$ cat config.mk
export PLATFORM = sky130hd
export DESIGN_NAME = rms_norm_ctrl
export DESIGN_NICKNAME = d
export VERILOG_FILES = /design/src/rms_norm_pkg.sv /design/src/rms_norm_ctrl.sv
export VERILOG_INCLUDE_DIRS = /design/src /design/src/src
export SDC_FILE = /design/constraint.sdc
export NUM_CORES = 1
export LEC_CHECK = 0
export ABC_CLOCK_PERIOD_IN_PS = 3400
export BUFFER_PORTS_ARGS = -buffer_cell sky130_fd_sc_hd__buf_2
export CAP_MARGIN = 40
export CORE_MARGIN = 5
export CORE_UTILIZATION = 50
export DETAILED_ROUTE_END_ITERATION = 8
export PLACE_DENSITY = 0.69
export SETUP_SLACK_MARGIN = 0.1
export SLEW_MARGIN = 0
export SYNTH_ARGS = -nofsm -noshare
export SYNTH_HDL_FRONTEND = slang
export SYNTH_SLANG_ARGS = --single-unit
$ cat constraint.sdc
create_clock -name clk -period 3.4 [get_ports clk]
set_input_delay 0.34 -clock clk [delete_from_list [all_inputs] [get_ports clk]]
set_output_delay 0.34 -clock clk [all_outputs]
set_load 0.02 [all_outputs]
$ cat src/rms_norm_defines.svh
// RMS norm front end parameters
`ifndef RMS_NORM_DEFINES_SVH
`define RMS_NORM_DEFINES_SVH

// Lane and input format
`define BUS_NUM          4
`define DATA_WIDTH       8

// bfloat16 format
`define SIG_WIDTH        7
`define EXP_WIDTH        8
`define FLOAT_WIDTH      16
`define EXP_BIAS         127

// Vector configuration
`define DATA_NUM_WIDTH   10
`define SCALE_POS_WIDTH  5
`define SQUARE_SUM_WIDTH 24

// Row buffers and replay timing
`define BUF_DEPTH        32
`define BUF_PTR_WIDTH    5
`define REPLAY_LATENCY   2

`endif

$ cat src/rms_norm_pkg.sv
// RMS norm shared types
`include "rms_norm_defines.svh"

package rms_norm_pkg;

  // One bfloat16 word, sign above exponent above fraction
  typedef struct packed {
    logic                  sign;
    logic [`EXP_WIDTH-1:0] exp;
    logic [`SIG_WIDTH-1:0] frac;
  } bf16_t;

  // One strobe per input lane
  typedef logic [`BUS_NUM-1:0] lane_vld_t;

  // Control phases of one vector
  typedef enum logic [1:0] {
    PH_COLLECT,
    PH_SUM,
    PH_REPLAY
  } phase_e;

endpackage

$ cat src/rms_norm_ctrl.sv
// RMS norm control
`timescale 1ns/1ns
`include "rms_norm_defines.svh"

module rms_norm_ctrl import rms_norm_pkg::*; (
  input  logic                                clk,
  input  logic                                rst_n,
  input  logic [`DATA_NUM_WIDTH-1:0]          in_data_num,
  input  logic                                in_data_num_vld,
  input  logic signed [`SCALE_POS_WIDTH-1:0]  in_scale_pos,
  input  logic                                in_scale_pos_vld,
  input  logic                                sum_float_vld,
  output logic signed [`SCALE_POS_WIDTH-1:0]  scale_pos,
  output logic                                rd_en,
  output logic                                vector_done
);

  localparam int LANE_SHIFT = $clog2(`BUS_NUM);
  localparam logic [`DATA_NUM_WIDTH:0] ROUND_UP = `BUS_NUM - 1;

  logic [`DATA_NUM_WIDTH-1:0]  data_num;
  logic [`DATA_NUM_WIDTH:0]    row_total;
  logic [`DATA_NUM_WIDTH:0]    row_cnt;
  logic                        start_replay;
  logic                        last_issue;
  logic [`REPLAY_LATENCY-1:0]  last_pipe;
  phase_e                      phase;

  // ----------------------------------------------------------
  // Configuration registers
  // ----------------------------------------------------------
  always_ff @(posedge clk or negedge rst_n) begin
    if (!rst_n) begin
      data_num  <= '0;
      scale_pos <= '0;
    end else begin
      if (in_data_num_vld) begin
        data_num <= in_data_num;
      end
      if (in_scale_pos_vld) begin
        scale_pos <= in_scale_pos;
      end
    end
  end

  // Rows per vector, partial last row included
  assign row_total = ({1'b0, data_num} + ROUND_UP) >> LANE_SHIFT;

  assign start_replay = sum_float_vld && (phase != PH_REPLAY) && (row_total != '0);
  assign last_issue   = rd_en && (row_cnt == row_total - 1'b1);

  // ----------------------------------------------------------
  // Phase machine
  // ----------------------------------------------------------
  always_ff @(posedge clk or negedge rst_n) begin
    if (!rst_n) begin
      phase <= PH_COLLECT;
    end else if (vector_done) begin
      phase <= PH_COLLECT;
    end else if (start_replay) begin
      // A vector that reuses the old configuration skips PH_SUM
      phase <= PH_REPLAY;
    end else if ((phase == PH_COLLECT) && (in_data_num_vld || in_scale_pos_vld)) begin
      phase <= PH_SUM;
    end
  end

  // Row issue
  always_ff @(posedge clk or negedge rst_n) begin
    if (!rst_n) begin
      rd_en   <= 1'b0;
      row_cnt <= '0;
    end else if (vector_done) begin
      rd_en   <= 1'b0;
      row_cnt <= '0;
    end else if (start_replay) begin
      rd_en   <= 1'b1;
      row_cnt <= '0;
    end else if (rd_en) begin
      row_cnt <= row_cnt + 1'b1;
      if (last_issue) begin
        rd_en <= 1'b0;
      end
    end
  end

  // Final-row marker follows the buffer and multiplier stages
  always_ff @(posedge clk or negedge rst_n) begin
    if (!rst_n) begin
      last_pipe <= '0;
    end else begin
      last_pipe <= {last_pipe[`REPLAY_LATENCY-2:0], last_issue};
    end
  end

  assign vector_done = last_pipe[`REPLAY_LATENCY-1];

endmodule

==> results.toml <==
[timing]
fin_skew_ps = 15.71
finalCriticalPeriod_ps = 2762
fin_ws_ps = 638.2
fmax_mhz = 362.1
min_period_over_period_pct = 81.23
setup_tns_ps = 0
finalSetupViolCount = 0
hold_violations = 0
rsz0062_at_grt = "false"
max_slew.worst_pin.slew_ps = 691.2
finalMaxSlewViolations = 0
holdWs_ps = 35.02
slew_headroom_pct = 53.92

[routing]
wl_um = 3334
wl_per_cell_um = 14.43
viasPerCell = 5.550
dr_total_vias = 1282
drc = 0
drt_iter0_drc = 74
ant_nets = 0
dr.pass1.iters = 4

[critical_path]
critPathMaxFanout = 12
worstSetupPathType = "flip-flop to flip-flop"
path_common_cell = "nand3_1"
cp-start-kind = "flip-flop"
cp-end-kind = "flip-flop"
critPathRequiredTime_ps = 3650
cp_data_arrival_time_ps = 3010
slowest_stage = "dfrtp_1"
cp_cell_sequence = "o21ai_0 > xor2_1 > ha_1 > nor2b_1 > nand3_1 > or3_1 > nand3_1 > nand2b_1 > nor2_1"
slowest_delay_ps = 430

[cells_and_area]
drive_gt1_share_pct = 26.49
nets = 208
regArea_um2 = 775.7
final_util_pct = 57.14
syn_to_final_growth_pct = 12.61
diodes = 0
fill_cells = 292
multi_input_area_um2 = 860.8

[floorplan]
die_w_um = 67.74
die_area_um2 = 4588
die_h_um = 67.74
rows = 21
start_util_pct = 50.74
pin_count = 27
coreArea_um2 = 3284

[global_routing]
grt_max_degree = 32
grt_antenna_before_repair = 0
grt_pass1_wl_um = 5892
grt_overflow = 0
grt_use_total_pct = 17.80
grt_pass1_vias = 1288

[cts]
cts_sinks = 31
clkTransAtPathRegs_ps = 100
clockBufferDepth = 2
cts_resized = 0
cts_setup_buffers = 0
numCtsBuffers = 5
clk_latency_ps = 340
tritoncts = "yes"
hold_buffers = 0
h-tree-depth = 2
cts_root_buf = "clkbuf_4"

[logic_synthesis]
syn-num-nets = 180
ys.flop_type = "dfrtp_1"
synth-seq-cells = 31
syn_area_per_cell_um2 = 10.55
synth_commonest_cells = "dfrtp_1, nor2_1, mux2_2"
ys_warn_count = 0
yosysTopAreaCell = "dfrtp_1"
synthMostInstantiatedCell = "dfrtp_1"
async_reset_ff_share_pct = 100.0
synth.distinct_cells = 38
synth_edf_count = 0
netlist_instances = 158
synth-seq-area-share_pct = 46.55
synth.area.top_cells = "dfrtp_1, mux2_2, xor2_1"
netlist.area_leader.share_pct = 46.55
syn_area_um2 = 1667

[place]
gp_congestion = 0.8692
dp_hpwl_um = 2510
dp_slack_ps = 661.4
port_buffers = 26

[flow_run]
maxCapViolCount = 0

[pwr]
power_leakage_nw = 0.8418
p_total_mw = 1.031
power_density_nw_per_um2 = 549.5
peakVddDrop_uv = 296.9

[status]
status = "completed"

[worst_hold_path]
hp-class = "primary input to async pin"
-- placed cells by master (no fill, tap or decap), types with 2 or more instances in the layout --
master,Yosys,final
xnor2_1,7,7
and3_1,3,3
nor2_1,17,17
mux2_2,13,13
ha_1,2,2
a21oi_1,5,5
and4_1,2,2
nor2b_1,2,2
buf_2,0,26
nor3_1,5,5
nand4_1,2,2
inv_1,3,3
nand2b_1,4,4
nand2_1,8,8
o21ai_0,7,7
or3_1,2,2
nor4b_1,2,2
dfrtp_1,31,31
xor2_1,9,9
nand3_1,8,8
clkbuf_4,0,5
nor4_1,4,4
-- sequential cells by signal, summed over array words and instances, names as in the netlist --
signal	cells
data_num	10
last_pipe	2
phase	2
rd_en	1
row_cnt	11
scale_pos	5
-- cells by family (layout without fill, tap and decap cells) --
logic type	Yosys count	count (layout)	synth area share (%)
flops	31	31	46.55
xor+xnor	17	17	9.760
simple gates	67	67	22.52
fa+ha+maj	2	2	1.501
mux	14	14	9.384
compound gates	19	19	8.484
buf+inv	8	35	1.802
-- power by group --
group          internal [mW]  switching (mW)  leakage [nW]
Combinational          0.156           0.157         0.437
Clock                 0.0733           0.116        0.0242
Sequential             0.430          0.0991         0.381
-- layer usage --
metal  global-route usage [%]  vias to the layer above  wire [um]
li1                         -                      625          -
met1                    22.19                      621       1490
met2                    27.83                       30       1603
met3                    3.993                        6        172
met4                    10.89                        0         67
met5                        0                        -          0
-- final timing paths --
kind / start / to / slack, ps / cells after the start
worst max-delay path: data_num[0] / row_cnt[5] / 640 / 9
worst min-delay path: rst_n / data_num[9] / 40 / 1
worst max register to register: data_num[0] / row_cnt[5] / 640 / 9
worst min register to register: last_pipe[0] / last_pipe[1] / 370 / 0
max in group asynchronous: rst_n / row_cnt[1] / 2910 / 1
min in group clk: in_data_num[4] / data_num[4] / 220 / 3
-- stage by stage --
stage,cell area [um2],std cells
3_3_place_gp,1836,225
2_1_floorplan,1667,158
4_1_cts,1877,231
5_1_grt,1877,231
6_report,1877,231
3_5_place_dp,1836,225
-- worst max-delay path: cells and delay by family, from the launching register on --
family / cells / cell delay [ps]
AO/OA/AOI/OAI: 1 / 400
XOR/XNOR: 1 / 190
adder cells (fa/ha/maj): 1 / 250
flip-flops: 1 / 430
AND/OR/NAND/NOR: 6 / 1400
-- cell type report --
cell class | instances | share of cell area, %
clock buffers | 6 | 2.200
inverters | 3 | 0.6000
multi-input cells | 119 | 45.87
flip-flops and latches | 31 | 41.33
well taps | 46 | 3.067
repair buffers | 26 | 6.933
No activity file was read; power rests on OpenSTA's default activity.
