[src/rms_norm_defines.svh]
// RMS norm front end parameters
`ifndef RMS_NORM_DEFINES_SVH
`define RMS_NORM_DEFINES_SVH

// Lane and input format
`define BUS_NUM          4
`define DATA_WIDTH       8

// bfloat16 format
`define SIG_WIDTH        7
`define EXP_WIDTH        8
`define FLOAT_WIDTH      16
`define EXP_BIAS         127

// Vector configuration
`define DATA_NUM_WIDTH   10
`define SCALE_POS_WIDTH  5
`define SQUARE_SUM_WIDTH 24

// Row buffers and replay timing
`define BUF_DEPTH        32
`define BUF_PTR_WIDTH    5
`define REPLAY_LATENCY   2

`endif

[src/rms_norm_pkg.sv]
// RMS norm shared types
`include "rms_norm_defines.svh"

package rms_norm_pkg;

  // One bfloat16 word, sign above exponent above fraction
  typedef struct packed {
    logic                  sign;
    logic [`EXP_WIDTH-1:0] exp;
    logic [`SIG_WIDTH-1:0] frac;
  } bf16_t;

  // One strobe per input lane
  typedef logic [`BUS_NUM-1:0] lane_vld_t;

  // Control phases of one vector
  typedef enum logic [1:0] {
    PH_COLLECT,
    PH_SUM,
    PH_REPLAY
  } phase_e;

endpackage

[src/int_to_bf16.sv]
// Integer to bfloat16 converter
`timescale 1ns/1ns
`include "rms_norm_defines.svh"

module int_to_bf16 #(
  parameter int ISIZE = 8
) (
  input  logic signed [ISIZE-1:0]   value,
  output logic [`FLOAT_WIDTH-1:0]   z
);

  localparam int POS_WIDTH = $clog2(ISIZE);
  localparam logic [`EXP_WIDTH-1:0] BIAS = `EXP_BIAS;

  logic                   sign;
  logic [ISIZE-1:0]       mag;
  logic [POS_WIDTH-1:0]   lead_pos;
  logic [ISIZE-1:0]       norm;
  logic [`EXP_WIDTH-1:0]  exp_field;
  logic [`SIG_WIDTH-1:0]  frac_field;

  assign sign = value[ISIZE-1];
  // Two's complement magnitude, the most negative value stays correct as unsigned
  assign mag  = sign ? (~value + 1'b1) : value;

  // Leading one search, the highest set bit wins
  always_comb begin
    lead_pos = '0;
    for (int i = 0; i < ISIZE; i++) begin
      if (mag[i]) begin
        lead_pos = POS_WIDTH'(i);
      end
    end
  end

  // Move the leading one to the top bit, fraction sits right below it
  assign norm       = mag << (POS_WIDTH'(ISIZE - 1) - lead_pos);
  assign frac_field = norm[ISIZE-2 -: `SIG_WIDTH];
  assign exp_field  = BIAS + {{(`EXP_WIDTH-POS_WIDTH){1'b0}}, lead_pos};

  assign z = (mag == '0) ? '0 : {sign, exp_field, frac_field};

endmodule

[src/vector_buffer.sv]
// Data and gamma row buffers
`timescale 1ns/1ns
`include "rms_norm_defines.svh"

module vector_buffer import rms_norm_pkg::*; (
  input  logic                                   clk,
  input  logic                                   rst_n,
  input  logic [`BUS_NUM-1:0][`DATA_WIDTH-1:0]   in_fixed_data,
  input  lane_vld_t                              in_fixed_data_vld,
  input  bf16_t [`BUS_NUM-1:0]                   in_gamma,
  input  lane_vld_t                              in_gamma_vld,
  input  logic signed [`SCALE_POS_WIDTH-1:0]     scale_pos,
  input  logic                                   rd_en,
  input  logic                                   vector_done,
  output bf16_t [`BUS_NUM-1:0]                   x_row,
  output bf16_t [`BUS_NUM-1:0]                   gamma_row,
  output lane_vld_t                              row_vld
);

  bf16_t [`BUS_NUM-1:0]        conv_raw;
  bf16_t [`BUS_NUM-1:0]        conv_row;
  lane_vld_t                   conv_vld;
  bf16_t [`BUS_NUM-1:0]        data_mem  [`BUF_DEPTH];
  lane_vld_t                   vld_mem   [`BUF_DEPTH];
  bf16_t [`BUS_NUM-1:0]        gamma_mem [`BUF_DEPTH];
  logic [`BUF_PTR_WIDTH-1:0]   data_wr_ptr;
  logic [`BUF_PTR_WIDTH-1:0]   gamma_wr_ptr;
  logic [`BUF_PTR_WIDTH-1:0]   rd_ptr;
  lane_vld_t                   vld_row;
  logic                        rd_en_d;
  logic [`EXP_WIDTH-1:0]       scale_ext;

  assign scale_ext = {{(`EXP_WIDTH-`SCALE_POS_WIDTH){scale_pos[`SCALE_POS_WIDTH-1]}}, scale_pos};

  // ----------------------------------------------------------
  // Input conversion, one cycle
  // ----------------------------------------------------------
  for (genvar i = 0; i < `BUS_NUM; i++) begin : g_conv
    int_to_bf16 #(
      .ISIZE (`DATA_WIDTH)
    ) u_conv (
      .value (in_fixed_data[i]),
      .z     (conv_raw[i])
    );

    // Zero keeps a zero exponent, everything else gets the scale removed
    always_ff @(posedge clk) begin
      if (conv_raw[i] == '0) begin
        conv_row[i] <= '0;
      end else begin
        conv_row[i] <= {conv_raw[i].sign, conv_raw[i].exp - scale_ext, conv_raw[i].frac};
      end
    end
  end

  always_ff @(posedge clk or negedge rst_n) begin
    if (!rst_n) begin
      conv_vld <= '0;
    end else begin
      conv_vld <= in_fixed_data_vld;
    end
  end

  // ----------------------------------------------------------
  // Row storage
  // ----------------------------------------------------------
  always_ff @(posedge clk) begin
    if (|conv_vld) begin
      data_mem[data_wr_ptr] <= conv_row;
      vld_mem[data_wr_ptr]  <= conv_vld;
    end
    if (|in_gamma_vld) begin
      gamma_mem[gamma_wr_ptr] <= in_gamma;
    end
  end

  always_ff @(posedge clk or negedge rst_n) begin
    if (!rst_n) begin
      data_wr_ptr  <= '0;
      gamma_wr_ptr <= '0;
    end else if (vector_done) begin
      data_wr_ptr  <= '0;
      gamma_wr_ptr <= '0;
    end else begin
      if (|conv_vld) begin
        data_wr_ptr <= data_wr_ptr + 1'b1;
      end
      if (|in_gamma_vld) begin
        gamma_wr_ptr <= gamma_wr_ptr + 1'b1;
      end
    end
  end

  // ----------------------------------------------------------
  // Replay, both buffers share one read pointer
  // ----------------------------------------------------------
  always_ff @(posedge clk) begin
    if (rd_en) begin
      x_row     <= data_mem[rd_ptr];
      gamma_row <= gamma_mem[rd_ptr];
      vld_row   <= vld_mem[rd_ptr];
    end
  end

  always_ff @(posedge clk or negedge rst_n) begin
    if (!rst_n) begin
      rd_ptr  <= '0;
      rd_en_d <= 1'b0;
    end else begin
      rd_en_d <= rd_en;
      if (vector_done) begin
        rd_ptr <= '0;
      end else if (rd_en) begin
        rd_ptr <= rd_ptr + 1'b1;
      end
    end
  end

  assign row_vld = vld_row & {`BUS_NUM{rd_en_d}};

endmodule

[config.mk]
export PLATFORM = sky130hd
export DESIGN_NAME = vector_buffer
export DESIGN_NICKNAME = d
export VERILOG_FILES = /design/src/rms_norm_pkg.sv /design/src/int_to_bf16.sv /design/src/vector_buffer.sv
export VERILOG_INCLUDE_DIRS = /design/src /design/src/src
export SDC_FILE = /design/constraint.sdc
export NUM_CORES = 2
export LEC_CHECK = 0
export BUFFER_PORTS_ARGS = -buffer_cell sky130_fd_sc_hd__buf_2
export CORE_ASPECT_RATIO = 1.25
export CORE_UTILIZATION = 28
export CTS_CLUSTER_DIAMETER = 80
export CTS_CLUSTER_SIZE = 14
export DETAILED_ROUTE_END_ITERATION = 10
export SETUP_SLACK_MARGIN = 0.02
export SLEW_MARGIN = 10
export SYNTH_ARGS = -nofsm -noshare
export SYNTH_HDL_FRONTEND = slang
export SYNTH_MEMORY_MAX_BITS = 65536
export SYNTH_SLANG_ARGS = --single-unit
[constraint.sdc]
create_clock -name clk -period 7.4 [get_ports clk]
set_input_delay 0.74 -clock clk [delete_from_list [all_inputs] [get_ports clk]]
set_output_delay 0.74 -clock clk [all_outputs]
set_load 0.005 [all_outputs]
==> impl_metrics.ini <==
[yosys]
synth_area_um2 = 170000
synth_fa_ha_area_share_pct = 0.389
synth_ff_type = edfxtp_1
synth-simple-area-share_pct = 0.999
ys_seq_area_share_pct = 78.2
ys_ff_latch = 4440
synth_area_leaders = edfxtp_1 (77%), mux4_2 (18%), mux2_2 (0.94%)
synth_top_area_cell = edfxtp_1
synth_edf_count = 4356
synthCells = 6930
muxShareOfSynthArea_pct = 18.6
yosys_warnings = 0
syn_avg_cell_area_um2 = 24.5
ys_types = 86
synthArstFlopShare_pct = 0.450
synth_xor_xnor_area_share_pct = 0.274
synth_top_area_share_pct = 77.2
synth-compound-area-share_pct = 0.690
synth_top_family_by_area = multiplexers

[floorplanning]
dieWidth_um = 698
core_area_um2 = 603000
die_y_um = 872
start_util_pct = 28.1
rows = 319
io_pins = 245
die-area_um2 = 609000

[detailed_routing]
drc = 0
via_count = 77200
routed_wl_mm = 438
dr.pass1.iters = 10
ant_nets = 0
drt_iter0_drc = 8458
vias_per_cell = 4.95
wl_per_cell_um = 28.1

[critical_path]
startpoint_type = primary input
cp-end-kind = flop
critPathKind = in -> reg
crit_chain = buf_2 > inv_1 > ha_1 > or3b_1 > o41a_1 > o22ai_1 > o21ai_1 > inv_1 > ha_1 > nor2_1 > ha_1 > nor2b_1 > o21ai_0 > a21oi_1 > a21oi_1 > a21oi_1 > or3_1 > a21oi_1
cp_max_fo = 14
critical_path_arrival_ns = 5.81
crit_path_max_incr_delay_ns = 0.81
cp.required_ns = 8.26
critPathMostFrequentCell = a21oi_1
cp.buffers_inverters = 3
cp_top_family = compound AO/OA/AOI/OAI gates
rr_startpoint = conv_vld[1]
crit_path_start = in_fixed_data[16]
cp_slowest_cell = o22ai_1

[finish]
drive_above_1_share_pct = 31.5
nNetsFinal = 7513
fillers = 56500
finish.utilization_pct = 31.9
area_delta_synth_final_pct = 13.6

[global_routing]
antenna_found_initial = 46
grt_max_degree = 159
grt.total_usage_pct = 14.0
grt_pass1_wl_mm = 617
grt_overflow = 0
grt_pass1_vias = 80800

[clock_network]
clock_path_buffers = 4
root_buffer = clkbuf_16
cts-htree-levels = 5
clk_pin_slew_ns = 0.06
cts_resized = 0
cts_tree = yes
cts_buffers = 367
clkLatencyLatePin_ns = 0.99
cts.sinks = 4440

[min_path]
hp-start = in_fixed_data[15]
hold_class = in -> reg

[timing]
tightest_slew_ns = 1.31
maxSlewHeadroom_pct = 12.5
rsz0062_at_grt = false
hold_viol = 0
maxSlewViolCount = 0
tns_ns = 0
layout_min_cycle_time_ns = 4.95
post-route-period-util_pct = 66.9
setup_viol = 0
max_freq_mhz = 202
skew_ns = 0.0799

[pwr]
p_clk_share_pct = 35.2
p_leak_nw = 56.7
combPwrFrac_pct = 7.6
vdd_drop_max_v = 0.000234
power_switching_mw = 11.8
intPower_mw = 39.9
power_density_nw_per_um2 = 268
p_sw_share_pct = 22.7
pwr-share-seq_pct = 57.2

[job]
drv_cap = 0

[placement]
post-dp-hpwl_mm = 222
gp_congestion = 0.794
port_buffers = 244

[outcome]
outcome = complete, no violations
==> worst register-to-register path, stage by stage (launching register included) <==
cell,delay [ns]
dfrtp_1,1.03
or4_1,0.49
nand2_1,0.52
nor2_4,0.21
buf_4,0.55
buf_4,0.88
==> flip-flops by register name, indices dropped and copies added, names as in the netlist <==
name          count
data_mem       2048
gamma_mem      2048
vld_mem         128
conv_row         64
gamma_row        64
x_row            64
data_wr_ptr       5
gamma_wr_ptr      5
rd_ptr            5
conv_vld          4
vld_row           4
rd_en_d           1
==> cell families after synthesis <==
kind of cell | Yosys count
other | 1
buffers and inverters | 393
muxes | 1475
AOI/OAI and AO/OA | 171
and+or+nand+nor | 346
adders and majority gates | 51
xor gates and xnor gates | 53
DFF | 4440
==> per-stage QoR <==
step           instance area, µm²  total power [mW]  hold slack (ns)  instances  setup slack [ns]
2_1_floorplan              170000              32.2            0.444       6933             0.474
3_3_place_gp               182000              34.0            0.607      15000              2.10
3_5_place_dp               182000              34.1            0.632      15000              1.84
4_1_cts                    193000              52.2           0.0734      15600              2.90
5_1_grt                    193000              53.3            0.136      15600              2.31
6_report                   193000              51.7            0.200      15600              2.45
==> power by group through the flow <==
stage | clock network, mW | registers [mW] | logic, mW
after floorplan | 0 | 29.8 | 2.45
after global placement | 0 | 30.0 | 3.92
after detailed placement | 0 | 30.1 | 3.99
after CTS | 18.6 | 29.6 | 4.01
after global routing | 19.4 | 29.7 | 4.18
final | 18.2 | 29.6 | 3.91
==> layout by cell type (no fill, tap or decap), types with 7 or more instances in the layout <==
| cell type | Yosys | final |
|---|---|---|
| a31oi_1 | 12 | 12 |
| inv_6 | 0 | 7 |
| nor2_4 | 0 | 62 |
| inv_8 | 0 | 7 |
| nand3b_1 | 10 | 10 |
| clkinv_16 | 0 | 8 |
| dfrtp_1 | 20 | 15 |
| mux2_2 | 141 | 141 |
| nand2_1 | 59 | 59 |
| mux2i_1 | 13 | 13 |
| nand3_1 | 12 | 12 |
| inv_1 | 37 | 37 |
| clkbuf_16 | 0 | 371 |
| o21a_1 | 9 | 9 |
| clkbuf_1 | 251 | 144 |
| and2_1 | 15 | 15 |
| clkinv_8 | 0 | 10 |
| edfxtp_1 | 4356 | 4356 |
| nor3_1 | 19 | 18 |
| xnor2_1 | 31 | 31 |
| or3_1 | 10 | 10 |
| xor2_1 | 22 | 22 |
| buf_4 | 0 | 93 |
| nand2b_1 | 12 | 12 |
| nor2b_1 | 12 | 12 |
| buf_12 | 0 | 62 |
| ha_1 | 43 | 43 |
| buf_2 | 3 | 243 |
| nor2_1 | 146 | 84 |
| o21ai_0 | 30 | 30 |
| a21oi_1 | 41 | 41 |
| o211ai_1 | 10 | 10 |
| o31ai_1 | 8 | 8 |
| or2_2 | 8 | 8 |
| mux4_2 | 1320 | 1320 |
| inv_16 | 0 | 7 |
| dfxtp_1 | 64 | 61 |
| diode_2 | 0 | 12 |
==> Yosys cell counts, drive strengths merged, types with 22 or more instances <==
cell       n
edfxtp  4356
mux4    1320
clkbuf   251
nor2     146
mux2     142
buf      102
dfxtp     64
nand2     60
ha        43
a21oi     41
inv       38
o21ai     33
xnor2     31
xor2      22
==> final timing paths <==
| kind | to | slack (ns) | depth (start not counted) |
|---|---|---|---|
| max in group asynchronous | rd_ptr[0] | 6.26 | 2 |
| min in group asynchronous | data_wr_ptr[0] | 0.54 | 2 |
| worst min register to register | data_wr_ptr[0] | 0.64 | 2 |
| worst max register to register | data_mem[24][46] | 3.20 | 5 |
| worst max-delay path | conv_row[44] | 2.45 | 18 |
| worst min-delay path | conv_row[31] | 0.20 | 2 |
==> metal layers <==
layer,GRT usage [%],part of all wire (%)
met1,17.8,39
met4,3.07,2.3
met3,2.14,6.2
met2,25.2,52
met5,0,0.044
==> layout make-up <==
class | instances | area [µm²] | area share (%)
multi-input cells | 2100 | 35900 | 18.7
repair buffers | 404 | 3220 | 1.67
inverters | 40 | 150 | 0.0780
clock inverters | 46 | 749 | 0.389
clock buffers | 515 | 9820 | 5.10
flip-flops and latches | 4440 | 133000 | 68.9
diodes | 12 | 30.0 | 0.0156
well taps | 8025 | 10000 | 5.21
==> repair_timing <==
action | 4_1_cts | 5_1_grt
buffers inserted | 0 | 0
hold endpoints to repair | 24 | 0
hold buffers | 5 | 0
No activity file was read; power rests on OpenSTA's default activity.
