<file path="src/rms_norm_defines.svh">
// RMS norm front end parameters
`ifndef RMS_NORM_DEFINES_SVH
`define RMS_NORM_DEFINES_SVH

// Lane and input format
`define BUS_NUM          4
`define DATA_WIDTH       8

// bfloat16 format
`define SIG_WIDTH        7
`define EXP_WIDTH        8
`define FLOAT_WIDTH      16
`define EXP_BIAS         127

// Vector configuration
`define DATA_NUM_WIDTH   10
`define SCALE_POS_WIDTH  5
`define SQUARE_SUM_WIDTH 24

// Row buffers and replay timing
`define BUF_DEPTH        32
`define BUF_PTR_WIDTH    5
`define REPLAY_LATENCY   2

`endif

</file>
<file path="src/rms_norm_pkg.sv">
// RMS norm shared types
`include "rms_norm_defines.svh"

package rms_norm_pkg;

  // One bfloat16 word, sign above exponent above fraction
  typedef struct packed {
    logic                  sign;
    logic [`EXP_WIDTH-1:0] exp;
    logic [`SIG_WIDTH-1:0] frac;
  } bf16_t;

  // One strobe per input lane
  typedef logic [`BUS_NUM-1:0] lane_vld_t;

  // Control phases of one vector
  typedef enum logic [1:0] {
    PH_COLLECT,
    PH_SUM,
    PH_REPLAY
  } phase_e;

endpackage

</file>
<file path="src/bf16_mult.sv">
// Truncating bfloat16 multiplier
`timescale 1ns/1ns
`include "rms_norm_defines.svh"

module bf16_mult import rms_norm_pkg::*; (
  input  logic  clk,
  input  logic  rst_n,
  input  bf16_t a,
  input  bf16_t b,
  input  logic  in_vld,
  output bf16_t z,
  output logic  z_vld
);

  localparam logic [`EXP_WIDTH+1:0] BIAS = `EXP_BIAS;

  logic                     a_zero;
  logic                     b_zero;
  logic [`SIG_WIDTH:0]      a_mant;
  logic [`SIG_WIDTH:0]      b_mant;
  logic [2*`SIG_WIDTH+1:0]  prod;
  logic [`EXP_WIDTH+1:0]    exp_sum;
  bf16_t                    prod_bf;

  assign a_zero = ({a.exp, a.frac} == '0);
  assign b_zero = ({b.exp, b.frac} == '0);

  // Mantissas with the hidden one restored
  assign a_mant = {1'b1, a.frac};
  assign b_mant = {1'b1, b.frac};
  assign prod   = a_mant * b_mant;

  // Two extra bits keep the bias subtraction clear of wrap in the middle
  assign exp_sum = {2'b00, a.exp} + {2'b00, b.exp} - BIAS;

  always_comb begin
    prod_bf.sign = a.sign ^ b.sign;
    if (prod[2*`SIG_WIDTH+1]) begin
      // Product in [2,4), renormalize by one
      prod_bf.exp  = exp_sum[`EXP_WIDTH-1:0] + 1'b1;
      prod_bf.frac = prod[2*`SIG_WIDTH -: `SIG_WIDTH];
    end else begin
      prod_bf.exp  = exp_sum[`EXP_WIDTH-1:0];
      prod_bf.frac = prod[2*`SIG_WIDTH-1 -: `SIG_WIDTH];
    end
    if (a_zero || b_zero) begin
      prod_bf = '0;
    end
  end

  // ----------------------------------------------------------
  // Output stage
  // ----------------------------------------------------------
  always_ff @(posedge clk) begin
    z <= prod_bf;
  end

  always_ff @(posedge clk or negedge rst_n) begin
    if (!rst_n) begin
      z_vld <= 1'b0;
    end else begin
      z_vld <= in_vld;
    end
  end

endmodule

</file>
<file path="config.mk">
export PLATFORM = sky130hd
export DESIGN_NAME = bf16_mult
export DESIGN_NICKNAME = d
export VERILOG_FILES = /design/src/rms_norm_pkg.sv /design/src/bf16_mult.sv
export VERILOG_INCLUDE_DIRS = /design/src /design/src/src
export SDC_FILE = /design/constraint.sdc
export NUM_CORES = 1
export LEC_CHECK = 0
export BUFFER_PORTS_ARGS = -buffer_cell sky130_fd_sc_hd__buf_2
export CAP_MARGIN = 30
export CORE_MARGIN = 4
export CORE_UTILIZATION = 55
export CTS_CLUSTER_SIZE = 30
export DETAILED_ROUTE_END_ITERATION = 16
export GPL_ROUTABILITY_DRIVEN = 0
export HOLD_SLACK_MARGIN = 0.1
export PLACE_DENSITY = 0.85
export SLEW_MARGIN = 40
export SYNTH_ARGS = -nofsm -noshare
export SYNTH_HDL_FRONTEND = slang
export SYNTH_SLANG_ARGS = --single-unit
export TNS_END_PERCENT = 5
</file>
<file path="constraint.sdc">
create_clock -name clk -period 0.8 [get_ports clk]
set_input_delay 0.12 -clock clk [delete_from_list [all_inputs] [get_ports clk]]
set_output_delay 0.12 -clock clk [all_outputs]
set_load 0.01 [all_outputs]
</file>
==> results of run 1 <==
cells by family (layout without fill, tap and decap cells):
group                      after synthesis  in the layout  share of synthesized area
DFF                                     17             17                     0.1049
xor gates and xnor gates                 8              8                    0.02129
AOI/OAI and AO/OA                       65             65                     0.1434
adders and majority gates               82             82                     0.3939
buffers and inverters                   79            224                     0.1004
and+or+nand+nor                        124            125                     0.2239
muxes                                    4              4                    0.01217
sequential cells by signal (all words and copies together), names as in the netlist:
signal and count:
z_vld 1, z 16
area by class of cell:
| type | count | area share |
|---|---|---|
| flip-flops and latches | 17 | 0.07605 |
| inverters | 73 | 0.05803 |
| repair buffers | 147 | 0.2316 |
| multi-input cells | 284 | 0.6055 |
| clock buffers | 3 | 0.008744 |
| well taps | 72 | 0.01908 |
| clock inverters | 1 | 0.001060 |
synthesized netlist by cell type (3+ instances only):
library cell | instances | area, um2
dfxtp_1 | 16 | 320.3
buf_6 | 4 | 45.04
xor2_1 | 3 | 26.28
nand2_1 | 19 | 71.32
o21ai_0 | 8 | 40.04
nand3_1 | 7 | 35.03
ha_1 | 46 | 575.6
and2_1 | 34 | 212.7
o21bai_1 | 3 | 22.52
nor3_1 | 9 | 45.04
a21oi_1 | 17 | 85.08
o31ai_1 | 3 | 22.52
or3b_1 | 3 | 26.28
mux2i_1 | 4 | 40.04
and3_1 | 4 | 25.02
nand4_1 | 7 | 43.79
or4_1 | 3 | 22.52
nor4_1 | 7 | 43.79
a211o_1 | 3 | 26.28
fa_1 | 36 | 720.7
nand3b_1 | 3 | 22.52
nor2_1 | 11 | 41.29
o21a_1 | 5 | 37.54
o211ai_1 | 3 | 22.52
inv_1 | 73 | 274.0
xnor2_1 | 5 | 43.79
nor2b_1 | 3 | 18.77
path summary, 6_finish.rpt:
check                                   end  slack (ns)  cells past startpoint
setup / recovery            z[5]$_SDFF_PP0_       -3.61                     16
max in group asynchronous   z_vld$_DFF_PN0_        0.52                      2
hold / removal             z[15]$_SDFF_PP0_        0.13                      3
min in group asynchronous   z_vld$_DFF_PN0_        0.19                      2
power by group:
part	total, uW	internal, uW	switching, uW
logic	12400	5700	6670
registers	1450	1270	177
clock network	706	349	358
through the flow:
step | total power, uW | hold WS, ns | util
after global routing | 15230 | 0.1372 | 0.8370
after floorplan | 7395 | -0.1756 | -
after global placement | 10390 | -0.1056 | 0.7671
after detailed placement | 11100 | -0.1043 | 0.7671
final | 14520 | 0.1309 | 0.8370
after CTS | 12360 | 0.1383 | 0.8077
layer usage:
metal	GRT usage	up-vias	wire, um
li1	-	1577	-
met1	0.3567	1852	4680
met2	0.6052	419	6762
met3	0.08447	172	1643
met4	0.2101	0	1397
met5	0	-	0
cell usage in the layout, fill, tap and decap left out, types with 10 or more instances in the layout:
| cell | count |
|---|---|
| nor2_1 | 10 |
| and2_1 | 28 |
| a21oi_1 | 11 |
| ha_1 | 42 |
| buf_2 | 34 |
| nand2_1 | 18 |
| buf_4 | 94 |
| inv_1 | 67 |
| buf_6 | 12 |
| fa_1 | 33 |
| dfxtp_2 | 11 |
repair_timing:
item                                   4_1_cts  5_1_grt
pin swaps                                   12        9
setup endpoints to repair                   30       33
gates resized for setup                     33       37
buffers inserted                             2        2
endpoints found under the hold margin        2        0
hold buffers                                 2        0
gates cloned                                 1        0
==> summary.md, run 1 <==
| Metric | Value |
|---|---|
| WP data required | 1.00 ns |
| Final wirelength | 14480 um |
| Final hold vios | 0 |
| Vias in the first global route | 4057 |
| Worst Hold Launch | a[15] |
| Syn nets | 496 |
| Total Nets Final | 643 |
| CP Class | in -> reg |
| DRT iter0 DRCs | 510 |
| Sequential fraction of the synthesis area | 0.1049 |
| LEAKAGE | 0.002350 uW |
| Htree depth | 1 |
| Tmin final | 4.410 ns |
| CP startpoint kind | input pin |
| Ys flop type | dfxtp_1 |
| Clk sinks | 17 |
| # fillers | 259 |
| Outcome | finished, violations left |
| EDFF count, synth | 0 |
| Avg WL per Cell | 24.26 um |
| Synthesized netlist cell count | 379 |
| Power per cell area | 3076 nW/um2 |
| First-pass GRT wire length | 19580 um |
| # setup viols final | 33 |
| Synthesized cell area | 3291 um2 |
| Vert. Die Dim | 85.35 um |
| Min-Delay Path Class | in -> reg |
| Worst-path clk slew | 0.08 ns |
| Fmax | 226.8 MHz |
| Clock root buffer | clkbuf_8 |
| Final Max Tran Viols | 0 |
| DP HPWL | 8279 um |
| Post-Layout Cell Count | 597 |
| Worst VDD drop | 1.589 mV |
| Initial antenna violation count | 0 |
| Placed cell area | 4328 um2 |
| CP most frequent cell | fa_1 |
| Max Cap Violations | 0 |
| Residual DRC | 0 |
| Vias | 4020 |
| Total CTS buffers | 3 |
| Core outline area | 5642 um2 |
| Crit end category | flop |
| Max Buffers Root-to-Sink | 2 |
| Ys async rst share | 0.05882 |
| ANT cells | 0 |
| I/O pin cnt | 52 |
| Total GRT Usage | 0.3403 |
| CP max stage cell | fa_1 |
| Total global routing overflow | 0 |
| Worst setup margin | -3.610 ns |
| Chip Width | 85.35 um |
| Largest net degree at the start of global routing | 13 |
| Max incr delay on CP | 0.55 ns |
| Critical path's top delay family | adder cells |
| Worst Tran Pin Value | 0.6453 ns |
| Port bufs | 51 |
| Syn Area/Cell | 8.682 um2 |
| Place WS | -3.660 ns |
| Worst Setup SP | b[3] |
| Layout cells sized above 1 | 0.4057 |
| Unique masters post-synth | 58 |
| Register area | 359.1 um2 |
| Setup total negative slack | -53.42 ns |
| Yosys warning total | 0 |
| Pre-antenna DRT Iters | 7 |
| Number of routed nets with antenna violations | 0 |
| # rows | 27 |
| Die ar. | 7285 um2 |
| Initial Util | 0.5833 |
| Layout area overhead | 43.50% |
| Placed Cells | 586 |
| Via-to-Cell Ratio | 6.734 |
| Critical path cell sequence | clkbuf_4 > and2_1 > fa_1 > fa_2 > fa_1 > inv_1 > fa_1 > inv_1 > ha_4 > and3_4 > buf_4 > nand3_1 > o21a_1 > o311ai_1 > o21ai_0 > a21oi_1 |
| Synthesis-stage register bit count | 17 |
| RSZ-0062 raised after global routing | yes |
| Area occupied by multi-input gates | 2859 um2 |
| CTS tree | yes |
| Arr. time, crit path | 4.61 ns |
| Relative slew slack | 0.5667 |
| Failing checks | negative setup slack |
| Finished Cell Area | 4722 um2 |
| Final period utilization | 5.512 |
| Worst path bufs/invs | 4 |
| CP max FO | 6 |
(Power assumes the default switching activity.)
==> inputs of run 2 (changes only) <==
--- a/config.mk
+++ b/config.mk
@@ -13,6 +13,7 @@
 export CTS_CLUSTER_SIZE = 30
 export DETAILED_ROUTE_END_ITERATION = 16
 export GPL_ROUTABILITY_DRIVEN = 0
+export GPL_TIMING_DRIVEN = 0
 export HOLD_SLACK_MARGIN = 0.1
 export PLACE_DENSITY = 0.85
 export SLEW_MARGIN = 40
==> constraint.sdc (replaced) <==
create_clock -name clk -period 4.4 [get_ports clk]
set_input_delay 0.66 -clock clk [delete_from_list [all_inputs] [get_ports clk]]
set_output_delay 0.66 -clock clk [all_outputs]
set_load 0.01 [all_outputs]
==> run 2 against run 1 <==
Effect of this change: the run still ends with negative setup slack left; sequential share of layout area grew 0.92 points; routed wire length decreased by 36%; global-route usage is 9.3 points lower; die area is the same; combinational power decreased by 86%; final area is 14% lower; power decreased by 86%; hold slack better by 0.035 ns; sequential cell count is the same; largest cell class unchanged.
==> summary.md, run 2 (same netlist as run 1, synthesis figures left out) <==
| Metric | Value |
|---|---|
| Outcome | finished, violations left |
| Failing checks | negative setup slack |
| Total GRT Usage | 0.2476 (-0.09264) |
| Fmax | 207.0 MHz |
| GRT busiest layer | met2 |
| Total Power | 2080 uW (-86%) |
| Initial Util | 0.5833 (unchanged) |
| Placed Cells | 502 (-14%) |
| Post-Layout Cell Count | 516 (-14%) |
| Htree depth | 1 (unchanged) |
| Chip Width | 85.35 um (unchanged) |
| CP max FO | 8 (+2) |
| Final Max Tran Viols | 0 (unchanged) |
| Arr. time, crit path | 5.01 ns (+0.40 ns) |
| CP startpoint kind | input pin |
| Final hold vios | 0 (unchanged) |
| Regs by FF count | z (16), z_vld (1) |
| Vias in the first global route | 3273 (-19%) |
| Residual DRC | 0 (unchanged) |
| Largest net degree at the start of global routing | 11 (-2) |
| Tmin final | 4.831 ns |
| Vias | 3189 (-21%) |
| Met1 GRT Util | 0.2909 (-0.06573) |
| Worst Setup SP | b[6] |
| Layout cells sized above 1 | 0.2568 (-0.1490) |
| Critical path cell sequence | buf_6 > inv_2 > nor2_1 > fa_1 > inv_2 > fa_1 > inv_1 > fa_1 > inv_1 > fa_1 > inv_2 > ha_4 > and3_4 > a21boi_2 > a211o_1 > and3_4 > buf_8 > or3b_1 > a21oi_1 |
| Total CTS buffers | 3 (unchanged) |
| GR Util met3 | 0.02816 (-0.05631) |
| # fillers | 375 (+45%) |
| Comb power frac | 0.830 (-0.022) |
| Worst VDD drop | 0.2658 mV (-83%) |
| Worst Tran Pin Value | 0.8194 ns (+0.1741 ns) |
| WP data required | 4.58 ns (+3.58 ns) |
| Vert. Die Dim | 85.35 um (unchanged) |
| Number of routed nets with antenna violations | 0 (unchanged) |
| Via-to-Cell Ratio | 6.180 (-8.2%) |
| Relative slew slack | 0.4489 (-0.1178) |
| Clock power share | 0.056 (+0.007) |
| Min-Delay Path Class | in -> async |
| Worst setup margin | -0.4312 ns (+3.179 ns) |
| Max Buffers Root-to-Sink | 2 (unchanged) |
| LEAKAGE | 0.001971 uW (-16%) |
| Power per cell area | 513.7 nW/um2 (-83%) |
| Hold WS | 0.1661 ns (+0.03524 ns) |
| Initial antenna violation count | 0 (unchanged) |
| Final wirelength | 9212 um (-36%) |
| Worst path bufs/invs | 7 (+3) |
| CTS tree | yes |
| Pre-antenna DRT Iters | 5 (-2) |
| DRT iter0 DRCs | 349 (-32%) |
| Clk sinks | 17 (unchanged) |
| CP max stage cell | fa_1 |
| Finished Cell Area | 4050 um2 (-14%) |
| Int Pwr | 1065 uW (-85%) |
| Crit end category | flop |
| # setup viols final | 15 (-55%) |
| ANT cells | 0 (unchanged) |
| Biggest register | z |
| Worst-path clk slew | 0.07 ns (about the same) |
| RSZ-0062 raised after global routing | yes |
| Critical path's top delay family | adder cells |
| Most frequent cells in the layout | 69 x inv_1, 43 x ha_1, 41 x buf_2 |
| Total global routing overflow | 0 (unchanged) |
| Clock root buffer | clkbuf_8 |
| CP Class | in -> reg |
| Final period utilization | 1.098 |
| I/O pin cnt | 52 (unchanged) |
| Total Nets Final | 562 (-13%) |
| Seq pwr share | 0.114 (+0.014) |
| Placed cell area | 3696 um2 (-15%) |
| Avg WL per Cell | 17.85 um (-26%) |
| P_sw | 1016 uW (-86%) |
| Port bufs | 51 (unchanged) |
| Commonest non-fill, non-tap cell in the layout | inv_1 |
| Post-layout util | 0.7179 (-0.1191) |
| # rows | 27 (unchanged) |
| Max incr delay on CP | 0.59 ns (+0.04 ns) |
| Layout area overhead | 23.08% |
| Max reg flops | 16 (unchanged) |
| Switching Fraction | 0.4882 (-0.008116) |
| Die ar. | 7285 um2 (unchanged) |
| Met2 usage | 0.4605 (-0.1448) |
| Core outline area | 5642 um2 (unchanged) |
| CP most frequent cell | fa_1 |
| Max Cap Violations | 0 (unchanged) |
| DP HPWL | 6439 um (-22%) |
| First-pass GRT wire length | 14730 um (-25%) |
[run 2: worst paths after layout]
| kind | cells past startpoint | to | slack (ns) |
|---|---|---|---|
| min in group clk | 1 | z_vld$_DFF_PN0_ | 0.51 |
| max | 19 | z[8]$_SDFF_PP0_ | -0.43 |
| max in group asynchronous | 1 | z_vld$_DFF_PN0_ | 4.15 |
| min | 1 | z_vld$_DFF_PN0_ | 0.17 |
[run 2: metrics by stage]
step	setup WS, ns	TNS [ns]
2_1_floorplan	-0.1930	-2.381
3_3_place_gp	-0.6408	-8.440
3_5_place_dp	-0.7520	-9.488
4_1_cts	-0.3618	-4.386
5_1_grt	-0.5353	-6.897
6_report	-0.4312	-5.246
[run 2: per-layer routing]
metal | wire length, um | part of all wire | vias up
met5 | 0 | 0 | -
met4 | 542 | 0.059 | 0
met3 | 666 | 0.072 | 63
met2 | 4612 | 0.50 | 180
met1 | 3390 | 0.37 | 1527
li1 | - | - | 1419
[run 2: repair_timing]
action / CTS / global route
cloned: 1 / 0
hold buffers: 0 / 0
setup endpoints to repair: 15 / 15
buffers inserted: 5 / 5
gates resized for setup: 41 / 16
pin swaps: 26 / 12
[run 2: final cells by class]
class / count / area (um2) / share of cell area
clock buffer: 3 / 41.29 / 0.01019
clock inverter: 1 / 5.005 / 0.001236
timing repair buffer: 62 / 416.7 / 0.1029
inverter: 73 / 276.5 / 0.06827
tap: 72 / 90.09 / 0.02224
sequential: 17 / 345.3 / 0.08526
multi-input combinational: 283 / 2798 / 0.6908
buffer: 5 / 77.57 / 0.01915
[run 2: power by group through the flow]
stage / registers [uW] / clock network (uW) / logic [uW]
5_1_grt: 243 / 126 / 1890
3_5_place_dp: 239 / 0 / 1450
6_report: 237 / 117 / 1730
2_1_floorplan: 272 / 0 / 1070
4_1_cts: 237 / 116 / 1580
3_3_place_gp: 237 / 0 / 1410
==> inputs of run 3 (changes only) <==
--- a/config.mk
+++ b/config.mk
@@ -6,16 +6,17 @@
 export SDC_FILE = /design/constraint.sdc
 export NUM_CORES = 1
 export LEC_CHECK = 0
+export ABC_AREA = 1
 export BUFFER_PORTS_ARGS = -buffer_cell sky130_fd_sc_hd__buf_2
 export CAP_MARGIN = 30
-export CORE_MARGIN = 4
+export CORE_MARGIN = 5
 export CORE_UTILIZATION = 55
-export CTS_CLUSTER_SIZE = 30
+export CTS_CLUSTER_SIZE = 28
 export DETAILED_ROUTE_END_ITERATION = 16
 export GPL_ROUTABILITY_DRIVEN = 0
 export GPL_TIMING_DRIVEN = 0
 export HOLD_SLACK_MARGIN = 0.1
-export PLACE_DENSITY = 0.85
+export PLACE_DENSITY = 0.84
 export SLEW_MARGIN = 40
 export SYNTH_ARGS = -nofsm -noshare
 export SYNTH_HDL_FRONTEND = slang
==> run 3 against run 2 <==
Effect of this change: area after synthesis up 5.1%; setup slack better by 0.44 ns; the flow now finishes without violations; utilization down 3.4 points; cell count up 24%; synthesized cell count up 34%; final area up 1.8%; largest cell class unchanged; routed wire length down 15%; clock power about the same; die area up 9.5%.
==> summary.md, run 3 <==
| Metric | Value |
|---|---|
| Vias in the first global route | 3292 (+0.58%) |
| Finished Cell Area | 4124 um2 (+1.8%) |
| RSZ-0062 raised after global routing | yes |
| Yosys warning total | 0 (unchanged) |
| Clk sinks | 17 (unchanged) |
| Avg WL per Cell | 12.23 um (-31%) |
| CP max FO | 8 (unchanged) |
| # setup viols final | 0 (-15) |
| Layout cells sized above 1 | 0.2152 (-0.04159) |
| Final hold vios | 0 (unchanged) |
| Post-synth top area share | 0.2084 (-0.01062) |
| EDFF count, synth | 0 (unchanged) |
| Final period utilization | 0.9970 (-0.1010) |
| Relative slew slack | 0.6894 (+0.2405) |
| Largest net degree at the start of global routing | 11 (unchanged) |
| Seq pwr share | 0.119 (+0.005) |
| Worst-path clk slew | 0.06 ns (about the same) |
| Fmax | 228.0 MHz (+10%) |
| WP data required | 4.54 ns (-0.04 ns) |
| Crit end category | flop |
| Worst setup margin | 0.01320 ns (+0.4444 ns) |
| Synthesized netlist cell count | 509 (+34%) |
| Pre-antenna DRT Iters | 5 (unchanged) |
| Outcome | finished, final reports clean |
| Most frequent cells in the layout | 123 x nand2_1, 117 x inv_1, 44 x buf_2 |
| Initial antenna violation count | 0 (unchanged) |
| Synth top area cells | fa_1 21%, ha_1 17%, nand2_1 14%, inv_1 14%, dfxtp_1 9.3% |
| Worst VDD drop | 0.3531 mV (+33%) |
| Power per cell area | 509.9 nW/um2 (-0.73%) |
| Max Cap Violations | 0 (unchanged) |
| Synthesis-stage register bit count | 17 (unchanged) |
| Unique masters post-synth | 29 (-50%) |
| Switching Fraction | 0.5062 (+0.01797) |
| Final wirelength | 7852 um (-15%) |
| I/O pin cnt | 52 (unchanged) |
| DRT iter0 DRCs | 123 (-65%) |
| Total GRT Usage | 0.2081 (-0.03952) |
| Clock root buffer | clkbuf_8 |
| Layout area overhead | 19.25% |
| Hold buffers post-CTS | 0 (unchanged) |
| Synth Area in Simple Gates | 0.2869 (+0.06295) |
| Total Nets Final | 685 (+22%) |
| Total Power | 2103 uW (+1.1%) |
| ANT cells | 0 (unchanged) |
| Max reg flops | 16 (unchanged) |
| Clock power share | 0.054 (-0.002) |
| Post-Synth XOR/XNOR Area | 0.03799 (+0.01670) |
| Post-synth top area cell | fa_1 |
| Arr. time, crit path | 4.53 ns (-0.48 ns) |
| Synthesized cell area | 3458 um2 (+5.1%) |
| LEAKAGE | 0.002561 uW (+30%) |
| Vias | 3254 (+2.0%) |
| Max Buffers Root-to-Sink | 2 (unchanged) |
| CP startpoint kind | input pin |
| Vert. Die Dim | 89.30 um (+4.6%) |
| CP Class | in -> reg |
| Htree depth | 1 (unchanged) |
| Int Pwr | 1038 uW (-2.5%) |
| Worst Tran Pin Value | 0.4617 ns (-0.3577 ns) |
| Syn nets | 626 (+26%) |
| Register area | 345.3 um2 (unchanged) |
| Synth top cells by count | 132 x nand2_1, 127 x inv_1, 46 x ha_1 |
| Chip Width | 89.30 um (+4.6%) |
| Place WS | -0.4020 ns (+0.3500 ns) |
| Largest family of logic cells by synthesized area | adder cells |
| Setup total negative slack | 0 ns (+5.246 ns) |
| Min-Delay Path Class | in -> async |
| Most instantiated library cell after synthesis | nand2_1 |
| Placed cell area | 3901 um2 (+5.6%) |
| CTS tree | yes |
| DP HPWL | 6665 um (+3.5%) |
| Tmin final | 4.387 ns (-0.4444 ns) |
| Commonest non-fill, non-tap cell in the layout | nand2_1 |
| First-pass GRT wire length | 13480 um (-8.5%) |
| Syn Area/Cell | 6.794 um2 (-22%) |
| Biggest register | z |
| Residual DRC | 0 (unchanged) |
| Comb power frac | 0.827 (-0.003) |
| Hold WS | 0.1763 ns (+0.01026 ns) |
| Synth Area in Adders | 0.3748 (-0.01910) |
| P_sw | 1064 uW (+4.8%) |
| Synth Area in Compound Gates | 0.03726 (-0.1061) |
| Area occupied by multi-input gates | 2663 um2 (-4.8%) |
| Total CTS buffers | 3 (unchanged) |
| Die ar. | 7974 um2 (+9.5%) |
| # fillers | 493 (+31%) |
| Sequential fraction of the synthesis area | 0.09986 (-0.005088) |
| Via-to-Cell Ratio | 5.069 (-18%) |
| Initial Util | 0.5739 (-0.009358) |
| Port bufs | 47 (-7.8%) |
| Core outline area | 6026 um2 (+6.8%) |
| Regs by FF count | z (16), z_vld (1) |
| Ys async rst share | 0.05882 (unchanged) |
| Ys flop type | dfxtp_1 |
| # rows | 28 (+3.7%) |
| Post-synthesis mux area share | 0 (-0.01217) |
| Total global routing overflow | 0 (unchanged) |
| Number of routed nets with antenna violations | 0 (unchanged) |
| Final Max Tran Viols | 0 (unchanged) |
-- run 3: changes by cell type in the layout (fill, tap and decap cells not counted), moves of 5 or more --
cell | previous run | this run
and2_4 | 6 | 1
and2_1 | 28 | 3
o21a_1 | 5 | 0
inv_2 | 3 | 12
nand3_1 | 7 | 22
inv_1 | 69 | 117
nand2_2 | 1 | 14
xor2_1 | 3 | 9
nor2_1 | 11 | 35
nor2_2 | 0 | 6
nand2_1 | 18 | 123
-- run 3: final cells by class --
type / count / area share
inverter: 129 / 0.1174
tap: 75 / 0.02275
sequential: 17 / 0.08374
timing repair buffer: 60 / 0.09314
clock buffer: 4 / 0.01092
multi-input combinational: 347 / 0.6456
buffer: 10 / 0.02640
-- run 3: worst paths after layout --
| path | start | to | slack [ns] | cells after the start |
|---|---|---|---|---|
| min | rst_n | z_vld$_DFF_PN0_ | 0.18 | 1 |
| min in group clk | in_vld | z_vld$_DFF_PN0_ | 0.52 | 1 |
| max in group asynchronous | rst_n | z_vld$_DFF_PN0_ | 4.14 | 1 |
| max | a[6] | z[1]$_SDFF_PP0_ | 0.01 | 22 |
-- run 3: worst max-delay path: stages --
cell       delay (ns)
buf_2            0.11
clkbuf_8         0.15
nand2_1          0.08
inv_1            0.06
fa_1             0.50
fa_1             0.45
fa_1             0.52
inv_1            0.05
fa_1             0.53
inv_1            0.06
ha_4             0.25
nand2_4          0.07
inv_2            0.03
a21oi_2          0.14
nor2_1           0.07
nor2_2           0.19
nand2_2          0.10
nand2_2          0.10
nand2_4          0.09
clkbuf_16        0.17
nor2_1           0.09
nor2_1           0.05
-- run 3: kinds of logic after synthesis --
| group | Yosys count |
|---|---|
| xor+xnor | 15 |
| compound gates | 23 |
| buf+inv | 145 |
| flops | 17 |
| simple gates | 227 |
| fa+ha+maj | 82 |
-- run 3: power by group through the flow --
stage | Sequential (uW) | Clock [uW] | Combinational, uW
finish | 250 | 114 | 1740
global route | 258 | 121 | 1950
CTS | 251 | 115 | 1580
detailed placement | 254 | 0 | 1520
global placement | 251 | 0 | 1470
floorplan | 294 | 0 | 1130
-- run 3: metrics by stage --
stage	instances	util
final	642	0.6844
after global routing	642	0.6844
after CTS	634	0.6570
after detailed placement	631	0.6474
after global placement	631	0.6474
after floorplan	509	-
-- run 3: what timing repair did --
item	in CTS	in global routing
buffers inserted	4	8
endpoints found under the setup margin	14	15
pin swaps	12	22
gates cloned	0	1
resized for setup	3	42
-- run 3: per-layer routing --
| layer | track usage | share of wire | vias up |
|---|---|---|---|
| li1 | - | - | 1621 |
| met1 | 0.2447 | 0.40 | 1513 |
| met2 | 0.4039 | 0.53 | 104 |
| met3 | 0.01935 | 0.054 | 16 |
| met4 | 0.04601 | 0.017 | 0 |
| met5 | 0 | 0 | - |
